## config.mk

```make
export PLATFORM = sky130hd
export DESIGN_NAME = mvt_loader_flat
export DESIGN_NICKNAME = d
export VERILOG_FILES = /design/src/hw/mvt_pkg.sv /design/src/hw/mvt_if.sv /design/src/hw/mvt_loader.sv /design/src/flat_wrapper.sv
export SDC_FILE = /design/constraint.sdc
export NUM_CORES = 1
export LEC_CHECK = 0
export CAP_MARGIN = 20
export CORE_ASPECT_RATIO = 2
export CORE_MARGIN = 4
export CORE_UTILIZATION = 34
export CTS_CLUSTER_DIAMETER = 60
export DETAILED_ROUTE_END_ITERATION = 10
export DONT_BUFFER_PORTS = 1
export PLACE_DENSITY = 0.6
export SYNTH_ARGS = -nofsm -noshare
export SYNTH_HDL_FRONTEND = slang
export SYNTH_SLANG_ARGS = --single-unit
```

## constraint.sdc

```tcl
create_clock -name ap_clk -period 2.28 [get_ports ap_clk]
set_input_delay 0 -clock ap_clk [delete_from_list [all_inputs] [get_ports ap_clk]]
set_output_delay 0 -clock ap_clk [all_outputs]
set_load 0.005 [all_outputs]
```

## src/hw/mvt_pkg.sv

```systemverilog
package mvt_pkg;

    // ####################
    // data path
    // ####################

    // width of matrix elements, vector elements and result words
    localparam int data_w = 32;

    // ####################
    // load broadcast
    // ####################

    // which array a broadcast word belongs to, in stream order
    typedef enum logic [2:0]
    {
        kind_a,
        kind_y1,
        kind_y2,
        kind_x1,
        kind_x2
    } load_kind_e;

endpackage

```

## src/hw/mvt_if.sv

```systemverilog
// job words from the loader to every lane and to the drain
interface load_bus
    import mvt_pkg::*;
#(
    parameter int vec_len = 8
)
();
    localparam int idx_w = (vec_len > 1) ? $clog2(vec_len) : 1;

    logic              valid;
    load_kind_e        kind;
    // vector words carry their element index in row
    logic [idx_w-1:0]  row;
    logic [idx_w-1:0]  col;
    logic [data_w-1:0] data;
    // one cycle after the last word of a job
    logic              start;

    modport source
    (
        output valid,
        output kind,
        output row,
        output col,
        output data,
        output start
    );

    modport sink
    (
        input valid,
        input kind,
        input row,
        input col,
        input data,
        input start
    );

endinterface


```

## src/hw/mvt_loader.sv

```systemverilog
module mvt_loader
    import mvt_pkg::*;
#(
    parameter int vec_len = 8
)
(
    input  logic              ap_clk,
    input  logic              rst_n,
    input  logic              in_valid,
    output logic              in_ready,
    input  logic [data_w-1:0] in_data,
    input  logic              lanes_idle,
    load_bus.source           load
);
    localparam int idx_w = (vec_len > 1) ? $clog2(vec_len) : 1;
    localparam logic [idx_w-1:0] idx_last = idx_w'(vec_len - 1);

    load_kind_e       kind_q;
    logic [idx_w-1:0] row_q;
    logic [idx_w-1:0] col_q;
    logic             blocked;
    logic             final_q;
    logic             accept;
    logic             job_end;

    assign in_ready = !blocked;
    assign accept   = in_valid && !blocked;
    // last x2 element closes the job
    assign job_end  = (kind_q == kind_x2) && (row_q == idx_last);

    // ####################
    // word tagging
    // ####################

    // A is row-major with col inner, vectors only count row
    always_ff @(posedge ap_clk or negedge rst_n)
    begin
        if (!rst_n)
        begin
            kind_q <= kind_a;
            row_q  <= '0;
            col_q  <= '0;
        end
        else if (accept)
        begin
            if (kind_q == kind_a && col_q != idx_last)
                col_q <= col_q + 1'b1;
            else
            begin
                col_q <= '0;
                if (row_q != idx_last)
                    row_q <= row_q + 1'b1;
                else
                begin
                    row_q  <= '0;
                    kind_q <= job_end ? kind_a : load_kind_e'(kind_q + 3'd1);
                end
            end
        end
    end

    // ####################
    // broadcast, start, input blocking
    // ####################

    always_ff @(posedge ap_clk or negedge rst_n)
    begin
        if (!rst_n)
        begin
            load.valid <= 1'b0;
            load.start <= 1'b0;
            final_q    <= 1'b0;
            blocked    <= 1'b0;
        end
        else
        begin
            load.valid <= accept;
            final_q    <= accept && job_end;
            load.start <= final_q;
            // lanes still look idle until they see start, so wait past it
            if (accept && job_end)
                blocked <= 1'b1;
            else if (blocked && lanes_idle && !final_q && !load.start)
                blocked <= 1'b0;
        end
    end

    always_ff @(posedge ap_clk)
    begin
        if (accept)
        begin
            load.kind <= kind_q;
            load.row  <= row_q;
            load.col  <= col_q;
            load.data <= in_data;
        end
    end

endmodule

```

## src/flat_wrapper.sv

```systemverilog
// flat-port wrapper written by rule: the top's interface ports become plain ports
module mvt_loader_flat import mvt_pkg::*;
#(
    parameter int vec_len = 8
)
  (ap_clk, rst_n, in_valid, in_ready, in_data, lanes_idle, load_valid, load_kind, load_row, load_col, load_data, load_start);
  load_bus #(.vec_len(vec_len)) load_i ();
  input  logic ap_clk;
  input  logic rst_n;
  input  logic in_valid;
  output logic in_ready;
  input  logic [data_w-1:0] in_data;
  input  logic lanes_idle;
  output wire logic [$bits(load_i.valid)-1:0] load_valid;
  output wire logic [$bits(load_i.kind)-1:0] load_kind;
  output wire logic [$bits(load_i.row)-1:0] load_row;
  output wire logic [$bits(load_i.col)-1:0] load_col;
  output wire logic [$bits(load_i.data)-1:0] load_data;
  output wire logic [$bits(load_i.start)-1:0] load_start;
  assign load_valid = load_i.valid;
  assign load_kind = load_i.kind;
  assign load_row = load_i.row;
  assign load_col = load_i.col;
  assign load_data = load_i.data;
  assign load_start = load_i.start;
  mvt_loader #(.vec_len(vec_len)) u_core (.ap_clk(ap_clk), .rst_n(rst_n), .in_valid(in_valid), .in_ready(in_ready), .in_data(in_data), .lanes_idle(lanes_idle), .load(load_i));
endmodule
```

==> results by stage <==
Status:
- The flow ran to the end, and the final reports show no timing, DRC or antenna violations.

STA:
- On the final layout, the worst clock skew is 7.32 ps.
- The worst hold margin is 67.4 ps.
- The worst pin sits at a relative slew slack of 0.594.
- Static timing analysis puts the maximum clock frequency at 543 MHz.
- The part of the cycle the worst path needs is 0.808.
- Setup repair after global routing left no endpoint under its margin.
- Setup violations remaining at the end of the flow were counted as 0.
- After routing, the total negative slack on setup checks comes to 0 ps.
- The final critical-path setup slack is 437 ps.
- The slew at the pin closest to its max-slew limit is 607 ps.
- The clock period minus final worst setup slack is 1840 ps.
- The count of pins over their slew limit is 0.
- The number of endpoints with negative hold slack in the final report is 0.

Clock network:
- The root cell of the clock tree is sky130_fd_sc_hd__clkbuf_8.
- TritonCTS built the clock tree.
- The number of setup buffers added after CTS is 0.
- The clock sink total is 54.
- The H-tree depth reported by CTS is 2.
- The number of gates given a new drive strength after cts is 0.
- For the worst-skew pair, the clock arrives at the later sink with an insertion delay of 310 ps.
- Clock tree synthesis inserted a total of 5 buffers.
- The number of buffers between clock root and the deepest sink is 2.
- The clock edge transition at the registers on the reported setup and hold paths is 90 ps.

Finish:
- The final instance area is 2380 um2.
- Leaving out fill and tap cells, the most frequent cell in the layout is sky130_fd_sc_hd__edfxtp_1.
- The number of nets at the end of the flow is 178.
- The area added between synthesis and finish is 27.0%.
- The fill cell instance count of the final layout is 451.
- 0 antenna diodes ended up in the layout.
- Of the cells placed in the final design, the portion with a size suffix greater than 1 is 0.125.
- The top cell types in the final layout, fill and taps aside, are 41 x sky130_fd_sc_hd__edfxtp_1, 34 x sky130_fd_sc_hd__dlygate4sd3_1, 13 x sky130_fd_sc_hd__dfrtp_1, 7 x sky130_fd_sc_hd__ha_1.
- The multi-input combinational cells in the finished layout cover a total of 294 um2.
- In the final layout, flip-flops and latches occupy 1560 um2.

Setup path:
- Counting cells, the worst reg-to-reg path comes to 5.
- The worst register-to-register path ends at u_core.kind_q[1].
- The slack of the worst reg-to-reg path is 440 ps.
- The startpoint-to-endpoint class of the critical path is reg2reg.
- The critical path's slowest cell is sky130_fd_sc_hd__dfrtp_1.
- The largest driver fanout on the critical path is 6.
- The launching point of the worst reg2reg path is u_core.col_q[0].
- The kind of end point of the critical path is a flop.
- The critical path's most frequent cell is sky130_fd_sc_hd__ha_1.
- The required time at the endpoint of the critical path is 2480 ps.
- Traced cell by cell, the critical path runs through ha_1, ha_1, or3b_4, and3_4, mux2_4.
- The data arrival at the endpoint of the critical path is 2040 ps.
- The startpoint type of the worst setup path is a flop.
- The largest single stage delay on the critical path is 430 ps.

Power:
- Power spread over the standard cell area amounts to 817 nW/um2.
- For this design the static power due to leakage is 0.912 nW.
- The largest vdd supply drop is 0.523 mV.
- The design draws 1.95 mW.

Drt:
- The highest metal layer with signal wires is met4.
- The number of DRC markers after the initial detailed-route iteration is 25.
- The final routed wire length divided by cell count is 18.5 um.
- The pre-antenna-repair detailed-routing pass consisted of 2 iterations.
- The number of remaining DRC errors is 0.
- Across all layers, the routed design uses 929 vias.
- The detail-routed via count per cell is 4.74.
- The total routed wirelength is 3.62 mm.
- Detailed routing placed a total of 2.02 mm of wire on met2.
- In the final routing, the length of wire on met1 measures 1.22 mm.
- In the detailed route, the total length drawn on met3 is 289 um.
- The detail route stage leaves a number of antenna-violating nets equal to 0.

Floorplan:
- The initial core utilization is 0.349.
- The floorplan step set the die height to 113 um.
- The count of boundary I/O pins is 80.
- The die outline width is 60.5 um.
- The core region area is 5370 um2.
- The placement row count is 38.
- The die covers 6840 um2.

Synth:
- The average cell area after synthesis is 19.9 um2.
- Yosys mapped the design onto 22 distinct sky130hd cell types.
- The summed instance area of the synthesized netlist is 1870 um2.
- The total of flip-flops plus latches after synthesis is 54.
- The net count of the mapped netlist is 137.
- The share of the Yosys chip area taken by registers is 0.830.
- The synthesized instance count is 94.
- The number of warnings issued by yosys is 0.

Global route:
- In the global route stage, overall resource usage came out at 0.112.
- The first-pass GRT wire length is 5.33 mm.
- The initial antenna violation count came to 0.
- The leftover overflow at the end of global routing is 0.
- Entering global routing, the biggest net connects 42 pins.
- The via count of the first global-routing pass was 1035.

Placement:
- OpenSTA, run right after detailed placement, puts the worst setup slack at 456 ps.
- The standard cell area after detailed placement is 1960 um2.
- The wire-length estimate of the detail-placed layout is 2.41 mm.
- The global placer's final weighted congestion is 0.692.
- The count of buffers added on input and output ports is 0.

Min path:
- The class of the worst hold path is in2reg.
- The worst hold path was traced through 2 stages.
- The startpoint identified for the worst hold timing path is in_valid.
- The path with the worst hold slack has its endpoint at u_core.final_q.

Flow run:
- Max-cap violations in this run came to 0.
how the worst max path moves through the flow:
stage                     from          endpoint  cells past startpoint
2_1_floorplan   u_core.blocked  u_core.kind_q[0]                      5
3_3_place_gp   u_core.col_q[0]  u_core.kind_q[1]                      5
3_5_place_dp   u_core.col_q[0]  u_core.kind_q[1]                      5
4_1_cts        u_core.col_q[0]  u_core.kind_q[1]                      5
6_report       u_core.col_q[0]  u_core.kind_q[1]                      5
5_1_grt         u_core.blocked  u_core.kind_q[2]                      5
report_power, final:
group          internal (mW)  switching (mW)  total, mW
Clock                  0.210           0.291      0.501
Combinational          0.108          0.0791      0.188
Sequential              1.18          0.0768       1.26
sequential cells by signal (all words and copies together) (netlist names):
name	count
u_core.load.data	32
u_core.col_q	3
u_core.kind_q	3
u_core.load.col	3
u_core.load.kind	3
u_core.load.row	3
u_core.row_q	3
u_core.blocked	1
u_core.final_q	1
u_core.load.start	1
u_core.load.valid	1
critical path, delay by kind of cell, from the launching register on:
| kind | cells | cell delay [ps] |
|---|---|---|
| simple gates | 2 | 620 |
| flops | 1 | 430 |
| fa+ha+maj | 2 | 390 |
| mux | 1 | 290 |
through the flow:
stage	utilization	cells
2_1_floorplan	-	94
3_3_place_gp	0.364	154
3_5_place_dp	0.364	154
4_1_cts	0.443	196
5_1_grt	0.443	196
6_report	0.443	196
Yosys cell counts:
cell	number	share of area
sky130_fd_sc_hd__or3b_4	1	0.0060
sky130_fd_sc_hd__a21oi_1	1	0.0027
sky130_fd_sc_hd__ha_1	7	0.047
sky130_fd_sc_hd__nand4_1	1	0.0033
sky130_fd_sc_hd__o22ai_1	1	0.0033
sky130_fd_sc_hd__o21ai_0	3	0.0080
sky130_fd_sc_hd__dfrtp_1	13	0.17
sky130_fd_sc_hd__inv_1	5	0.010
sky130_fd_sc_hd__nor3b_1	1	0.0040
sky130_fd_sc_hd__edfxtp_1	41	0.66
sky130_fd_sc_hd__nand2_1	4	0.0080
sky130_fd_sc_hd__and3_4	1	0.0060
sky130_fd_sc_hd__nor3_1	1	0.0027
sky130_fd_sc_hd__a21o_1	1	0.0040
sky130_fd_sc_hd__nand2b_1	1	0.0033
sky130_fd_sc_hd__o31ai_1	1	0.0040
sky130_fd_sc_hd__and2_4	1	0.0047
sky130_fd_sc_hd__nand3_1	1	0.0027
sky130_fd_sc_hd__a31oi_1	1	0.0033
sky130_fd_sc_hd__nor2_1	2	0.0040
sky130_fd_sc_hd__buf_2	1	0.0027
sky130_fd_sc_hd__mux2_4	5	0.040
per-layer routing:
metal / global-route usage / vias to the layer above
li1: - / 430
met1: 0.104 / 450
met2: 0.193 / 41
met3: 0.0468 / 8
met4: 0.0651 / 0
met5: 0 / -
layout make-up:
type | count | area share
flip-flops and latches | 54 | 0.654
repair buffers | 35 | 0.146
multi-input cells | 34 | 0.123
well taps | 60 | 0.0315
clock buffers | 5 | 0.0289
inverters | 5 | 0.00946
clock inverters | 3 | 0.00683
logic make-up (layout without fill, tap and decap cells):
logic type | count (synthesis) | in the layout | synth area share
compound gates | 8 | 8 | 0.0254
fa+ha+maj | 7 | 7 | 0.0467
buf+inv | 6 | 48 | 0.0127
flops | 54 | 54 | 0.830
mux | 5 | 5 | 0.0401
simple gates | 14 | 14 | 0.0447
what timing repair did:
item,CTS,global route
hold buffers,34,0
hold endpoints to repair,46,0
endpoints found under the setup margin,0,0
No activity file was read; power rests on OpenSTA's default activity.
