$ cat src/hw/mvt_pkg.sv
package mvt_pkg;

    // ####################
    // data path
    // ####################

    // width of matrix elements, vector elements and result words
    localparam int data_w = 32;

    // ####################
    // load broadcast
    // ####################

    // which array a broadcast word belongs to, in stream order
    typedef enum logic [2:0]
    {
        kind_a,
        kind_y1,
        kind_y2,
        kind_x1,
        kind_x2
    } load_kind_e;

endpackage

$ cat src/hw/mvt_if.sv
// job words from the loader to every lane and to the drain
interface load_bus
    import mvt_pkg::*;
#(
    parameter int vec_len = 8
)
();
    localparam int idx_w = (vec_len > 1) ? $clog2(vec_len) : 1;

    logic              valid;
    load_kind_e        kind;
    // vector words carry their element index in row
    logic [idx_w-1:0]  row;
    logic [idx_w-1:0]  col;
    logic [data_w-1:0] data;
    // one cycle after the last word of a job
    logic              start;

    modport source
    (
        output valid,
        output kind,
        output row,
        output col,
        output data,
        output start
    );

    modport sink
    (
        input valid,
        input kind,
        input row,
        input col,
        input data,
        input start
    );

endinterface

// x1 words, then x2 column partials, from one lane to the drain
interface lane_result
    import mvt_pkg::*;
();
    logic              valid;
    logic              ready;
    logic [data_w-1:0] data;
    logic              last;

    modport source
    (
        output valid,
        input  ready,
        output data,
        output last
    );

    modport sink
    (
        input  valid,
        output ready,
        input  data,
        input  last
    );

endinterface

$ cat src/hw/mvt_lane.sv
module mvt_lane
    import mvt_pkg::*;
#(
    parameter int vec_len = 8,
    parameter int lanes   = 4,
    parameter int lane_id = 0
)
(
    input  logic       ap_clk,
    input  logic       rst_n,
    load_bus.sink      load,
    lane_result.source result,
    output logic       idle
);
    localparam int rows_per_lane = vec_len / lanes;
    localparam int row_base      = lane_id * rows_per_lane;
    localparam int idx_w         = (vec_len > 1) ? $clog2(vec_len) : 1;
    localparam int r_w           = (rows_per_lane > 1) ? $clog2(rows_per_lane) : 1;
    // x1 words followed by one partial per column
    localparam int n_out         = rows_per_lane + vec_len;
    localparam int s_w           = $clog2(n_out);
    localparam logic [r_w-1:0]   rows_last = r_w'(rows_per_lane - 1);
    localparam logic [idx_w-1:0] idx_last  = idx_w'(vec_len - 1);

    typedef enum logic [1:0]
    {
        st_load,
        st_compute,
        st_send
    } lane_state_e;

    lane_state_e       state;
    logic [data_w-1:0] a_mem    [rows_per_lane][vec_len];
    logic [data_w-1:0] y1_mem   [vec_len];
    logic [data_w-1:0] y2_mem   [rows_per_lane];
    logic [data_w-1:0] x1_acc   [rows_per_lane];
    logic [data_w-1:0] part_mem [vec_len];
    logic [data_w-1:0] col_sum;
    logic [data_w-1:0] a_ij;
    logic [data_w-1:0] a_y2;
    logic [r_w-1:0]    ci;
    logic [idx_w-1:0]  cj;
    logic [s_w-1:0]    send_idx;
    logic              owned;
    logic [r_w-1:0]    lrow;

    // rows of A, slices of y2 and x1 belonging to this lane
    assign owned = (int'(load.row) >= row_base) && (int'(load.row) < row_base + rows_per_lane);
    assign lrow  = r_w'(int'(load.row) - row_base);

    assign a_ij = a_mem[ci][cj];
    assign a_y2 = a_ij * y2_mem[ci];

    // ####################
    // storage and MAC
    // ####################

    always_ff @(posedge ap_clk)
    begin
        if (load.valid)
        begin
            case (load.kind)
                kind_a:  if (owned) a_mem[lrow][load.col] <= load.data;
                kind_y1: y1_mem[load.row] <= load.data;
                kind_y2: if (owned) y2_mem[lrow] <= load.data;
                // accumulators start from the initial x1
                kind_x1: if (owned) x1_acc[lrow] <= load.data;
                default: ;
            endcase
        end
        if (load.start)
            col_sum <= '0;
        if (state == st_compute)
        begin
            x1_acc[ci] <= x1_acc[ci] + a_ij * y1_mem[cj];
            // column partial done on the last row of the lane
            if (ci == rows_last)
            begin
                part_mem[cj] <= col_sum + a_y2;
                col_sum      <= '0;
            end
            else
                col_sum <= col_sum + a_y2;
        end
    end

    // ####################
    // control
    // ####################

    always_ff @(posedge ap_clk or negedge rst_n)
    begin
        if (!rst_n)
        begin
            state    <= st_load;
            ci       <= '0;
            cj       <= '0;
            send_idx <= '0;
        end
        else
        begin
            case (state)
                st_load:
                    if (load.start)
                        state <= st_compute;
                st_compute:
                begin
                    // column outer, row inner
                    if (ci == rows_last)
                    begin
                        ci <= '0;
                        if (cj == idx_last)
                        begin
                            cj    <= '0;
                            state <= st_send;
                        end
                        else
                            cj <= cj + 1'b1;
                    end
                    else
                        ci <= ci + 1'b1;
                end
                st_send:
                    if (result.ready)
                    begin
                        if (result.last)
                        begin
                            send_idx <= '0;
                            state    <= st_load;
                        end
                        else
                            send_idx <= send_idx + 1'b1;
                    end
                default:
                    state <= st_load;
            endcase
        end
    end

    assign idle         = (state == st_load);
    assign result.valid = (state == st_send);
    assign result.last  = (send_idx == s_w'(n_out - 1));

    always_comb
    begin
        if (send_idx < s_w'(rows_per_lane))
            result.data = x1_acc[r_w'(send_idx)];
        else
            result.data = part_mem[idx_w'(send_idx - s_w'(rows_per_lane))];
    end

endmodule

$ cat src/flat_wrapper.sv
// flat-port wrapper written by rule: the top's interface ports become plain ports
module mvt_lane_flat import mvt_pkg::*;
#(
    parameter int vec_len = 8,
    parameter int lanes   = 4,
    parameter int lane_id = 0
)
  (ap_clk, rst_n, idle, load_valid, load_kind, load_row, load_col, load_data, load_start, result_valid, result_ready, result_data, result_last);
  load_bus #(.vec_len(vec_len)) load_i ();
  lane_result result_i ();
  input  logic ap_clk;
  input  logic rst_n;
  output logic idle;
  input wire logic [$bits(load_i.valid)-1:0] load_valid;
  input wire logic [$bits(load_i.kind)-1:0] load_kind;
  input wire logic [$bits(load_i.row)-1:0] load_row;
  input wire logic [$bits(load_i.col)-1:0] load_col;
  input wire logic [$bits(load_i.data)-1:0] load_data;
  input wire logic [$bits(load_i.start)-1:0] load_start;
  output wire logic [$bits(result_i.valid)-1:0] result_valid;
  input wire logic [$bits(result_i.ready)-1:0] result_ready;
  output wire logic [$bits(result_i.data)-1:0] result_data;
  output wire logic [$bits(result_i.last)-1:0] result_last;
  assign load_i.valid = load_valid;
  assign load_i.kind = load_kind;
  assign load_i.row = load_row;
  assign load_i.col = load_col;
  assign load_i.data = load_data;
  assign load_i.start = load_start;
  assign result_valid = result_i.valid;
  assign result_i.ready = result_ready;
  assign result_data = result_i.data;
  assign result_last = result_i.last;
  mvt_lane #(.vec_len(vec_len), .lanes(lanes), .lane_id(lane_id)) u_core (.ap_clk(ap_clk), .rst_n(rst_n), .load(load_i), .result(result_i), .idle(idle));
endmodule
$ cat config.mk
export PLATFORM = sky130hd
export DESIGN_NAME = mvt_lane_flat
export DESIGN_NICKNAME = d
export VERILOG_FILES = /design/src/hw/mvt_pkg.sv /design/src/hw/mvt_if.sv /design/src/hw/mvt_lane.sv /design/src/flat_wrapper.sv
export SDC_FILE = /design/constraint.sdc
export NUM_CORES = 2
export LEC_CHECK = 0
export ABC_AREA = 1
export BUFFER_PORTS_ARGS = -buffer_cell sky130_fd_sc_hd__buf_4
export CORE_UTILIZATION = 51
export DETAILED_ROUTE_END_ITERATION = 10
export GPL_TIMING_DRIVEN = 0
export PLACE_DENSITY = 0.66
export RECOVER_POWER = 100
export SETUP_SLACK_MARGIN = 0.5
export SYNTH_ARGS = -nofsm -noshare
export SYNTH_HDL_FRONTEND = slang
export SYNTH_SLANG_ARGS = --single-unit
export TNS_END_PERCENT = 20
$ cat constraint.sdc
create_clock -name ap_clk -period 10.6 [get_ports ap_clk]
set_input_delay 0.53 -clock ap_clk [delete_from_list [all_inputs] [get_ports ap_clk]]
set_output_delay 0.53 -clock ap_clk [all_outputs]
set_load 0.005 [all_outputs]
==> flow_metrics.tcl <==
set metrics [dict create \
    dieArea_sq_um 163000 \
    grt_max_degree 33 \
    synth.distinct_cells 50 \
    final_net_count 9956 \
    ant_nets 0 \
    crit_slowest_cell "nor2_1" \
    ioPinCount 81 \
    cp-start-kind "flip-flop" \
    finClkSkew_ns 0.112 \
    grt_pass1_wl_mm 437 \
    postRouteWirelength_mm 311 \
    die_h_um 404 \
    place_congestion 1.02 \
    drive_gt1_share_pct 6.81 \
    clk_pin_slew_ns 0.06 \
    firstDrtPassIters 6 \
    crit_type "reg -> reg" \
    fin_crit_ns 10.12 \
    numCtsBuffers 121 \
    grt_usage_pct 38.4 \
    period_share_pct 95.5 \
    grt_pass1_vias 61300 \
    cts_tree "yes" \
    layout_common_cells "2176 x nand2_1, 1693 x inv_1, 1184 x edfxtp_1" \
    cts_max_level 3 \
    drt-wirelength-per-cell_um 28.1 \
    crit_family "adder cells" \
    synthFlopType "edfxtp_1" \
    worst_pin_slew_ns 3.51 \
    overflow 0 \
    syn_area_sq_um 82300 \
    synth_nets 9688 \
    detail_route.iter0.violations 8357 \
    ys_seq_elements 1194 \
    ys_seq_area_share_pct 43.5 \
    vias 63100 \
    yosysTopAreaCell "edfxtp_1" \
    maxSlewViolCount 1830 \
    netlist_instances 8515 \
    synth_edf_count 1184 \
    async_flop_share_pct 0.838 \
    tns_ns 0 \
    cts_root_buffer "clkbuf_16" \
    fin_ws_ns 0.478 \
    cp_common_cell "fa_1" \
    cts_max_path_buffers 3 \
    route.detailed.drc 0 \
    area_growth_syn_to_layout_pct 9.99 \
    path_buf_inv 9 \
    fp-row-count 147 \
    core_area_sq_um 160000 \
    dp.cells 10800 \
    synthTopCellsByArea "edfxtp_1 43%, fa_1 21%, nand2_1 10%" \
    port_buffers 80 \
    worst_setup_path_end_kind "flip-flop" \
    fin_area_sq_um 90500 \
    finalSetupViolations 0 \
    cts_sinks 1194 \
    max_freq_mhz 98.8 \
    status "finished, violations left" \
    antenna_found_initial 16 \
    yosysWarningCount 0 \
    relSlewSlack_pct -134 \
    mostFrequentLayoutCell "nand2_1" \
    critical_path_required_ns 11.01 \
    slowest_delay_ns 0.91 \
    failed_checks "max-capacitance violations, max-slew violations" \
    die_w_um 404 \
    place_hpwl_mm 230 \
    yosysTopAreaCellShare_pct 43.2 \
    rrSetupSlack_ns 0.48 \
    dpl_cell_area_sq_um 86800 \
    drv_cap 81 \
    cp_max_fo 10 \
    initial_utilization_pct 51.3 \
    cp.arrival_ns 10.53 \
    rsz0062_at_grt "true" \
    pre_cts_ws_ns -2.62 \
    clk_latency_ns 0.84 \
    hold_path.class "in -> reg" \
    finalNonFillerCells 11100 \
    avgSynthCellArea_sq_um 9.66 \
    hold_viol 0 \
    avgViaCountPerCell 5.71 \
]
-- metal layers --
layer | routed length [um] | share of wire [%] | global-route usage [%] | up-vias
li1 | - | - | - | 26900
met1 | 111000 | 36 | 48.7 | 31100
met5 | 157 | 0.050 | 0 | -
met2 | 135000 | 44 | 58.7 | 4231
met3 | 37800 | 12 | 9.17 | 944
met4 | 26400 | 8.5 | 25.7 | 10
-- metrics by stage --
| stage | hold WS [ns] | utilization [%] |
|---|---|---|
| detailed placement | 0.395 | 54.1 |
| finish | 0.167 | 56.4 |
| global route | 0.190 | 56.4 |
| global placement | 0.393 | 53.4 |
| floorplan | 0.234 | - |
| CTS | 0.0679 | 56.9 |
-- path summary, 6_finish.rpt --
| path | to | start | cells past startpoint |
|---|---|---|---|
| worst min register to register | u_core.state[0] | u_core.state[0] | 2 |
| min in group asynchronous | u_core.cj[0] | rst_n | 2 |
| worst min-delay path | u_core.state[1] | result_ready | 4 |
| worst max register to register | u_core.part_mem[1][31] | u_core.ci | 32 |
| max in group asynchronous | u_core.cj[1] | rst_n | 2 |
| worst max-delay path | u_core.part_mem[1][31] | u_core.ci | 32 |
-- kinds of logic (layout without fill, tap and decap cells) --
family | after synthesis | count (layout) | synth area share [%]
buf+inv | 2082 | 2450 | 9.77
flops | 1194 | 1194 | 43.5
compound gates | 769 | 769 | 5.14
other cells | 0 | 11 | 0
simple gates | 3262 | 3262 | 15.6
fa+ha+maj | 1127 | 1127 | 25.1
xor+xnor | 81 | 81 | 0.879
-- sequential cells by signal, summed over array words and instances (netlist names) --
name,flops
u_core.a_mem,512
u_core.part_mem,256
u_core.y2_mem,64
u_core.y1_mem,256
u_core.state,2
u_core.ci,1
u_core.cj,3
u_core.col_sum,32
u_core.x1_acc,64
u_core.send_idx,4
-- repair_timing --
action                                  in CTS  in global routing
gates resized for setup                    168                226
setup buffers                                6                  8
endpoints found under the setup margin     222                140
pin swaps                                    2                  3
hold buffers                                 2                  0
hold endpoints to repair                    11                  0
-- cell usage after synthesis, types with 4 or more instances --
cell       count
a21oi_1      102
a221oi_1      53
buf_1         32
buf_2         85
buf_4         22
buf_6          5
clkbuf_1     227
clkinv_1       5
dfrtp_1       10
edfxtp_1    1184
fa_1         876
ha_1         251
inv_1       1695
inv_2         11
nand2_1     2191
nand2_2        9
nand3_1      183
nand3_2        7
nand3b_1      13
nand4_1        8
nor2_1       778
nor2_2         7
nor3_1         8
nor4_1         8
o2111ai_1     13
o21a_1         4
o21ai_0      518
o21ai_1       22
o21ai_2        7
o21bai_1      11
o22ai_1       22
or2_1          6
or2_2         36
xnor2_1       34
xor2_1        46
-- layout make-up --
cell class                      count  area (sq um)
Buffer                            371          1970
Clock buffer                      143          3110
Antenna cell                       11          27.5
Clock inverter                     80           743
Inverter                         1711          6440
Fill cell                       14200         69900
Sequential cell                  1194         35800
Multi-Input combinational cell   5239         38800
Tap cell                         2160          2700
Timing Repair Buffer              145           862
-- worst register-to-register path, delay by kind of cell, from the launching register on --
family                   cells  cell delay [ns]
AND/OR/NAND/NOR             10             2.22
flip-flops                   1             0.42
AO/OA/AOI/OAI                4             0.67
buffers and inverters        9             2.19
adder cells (fa/ha/maj)      9             4.26
Power is left out: the tool's default activity adds up to more than one toggle a clock period on the data nets, which glitch-free logic cannot reach.
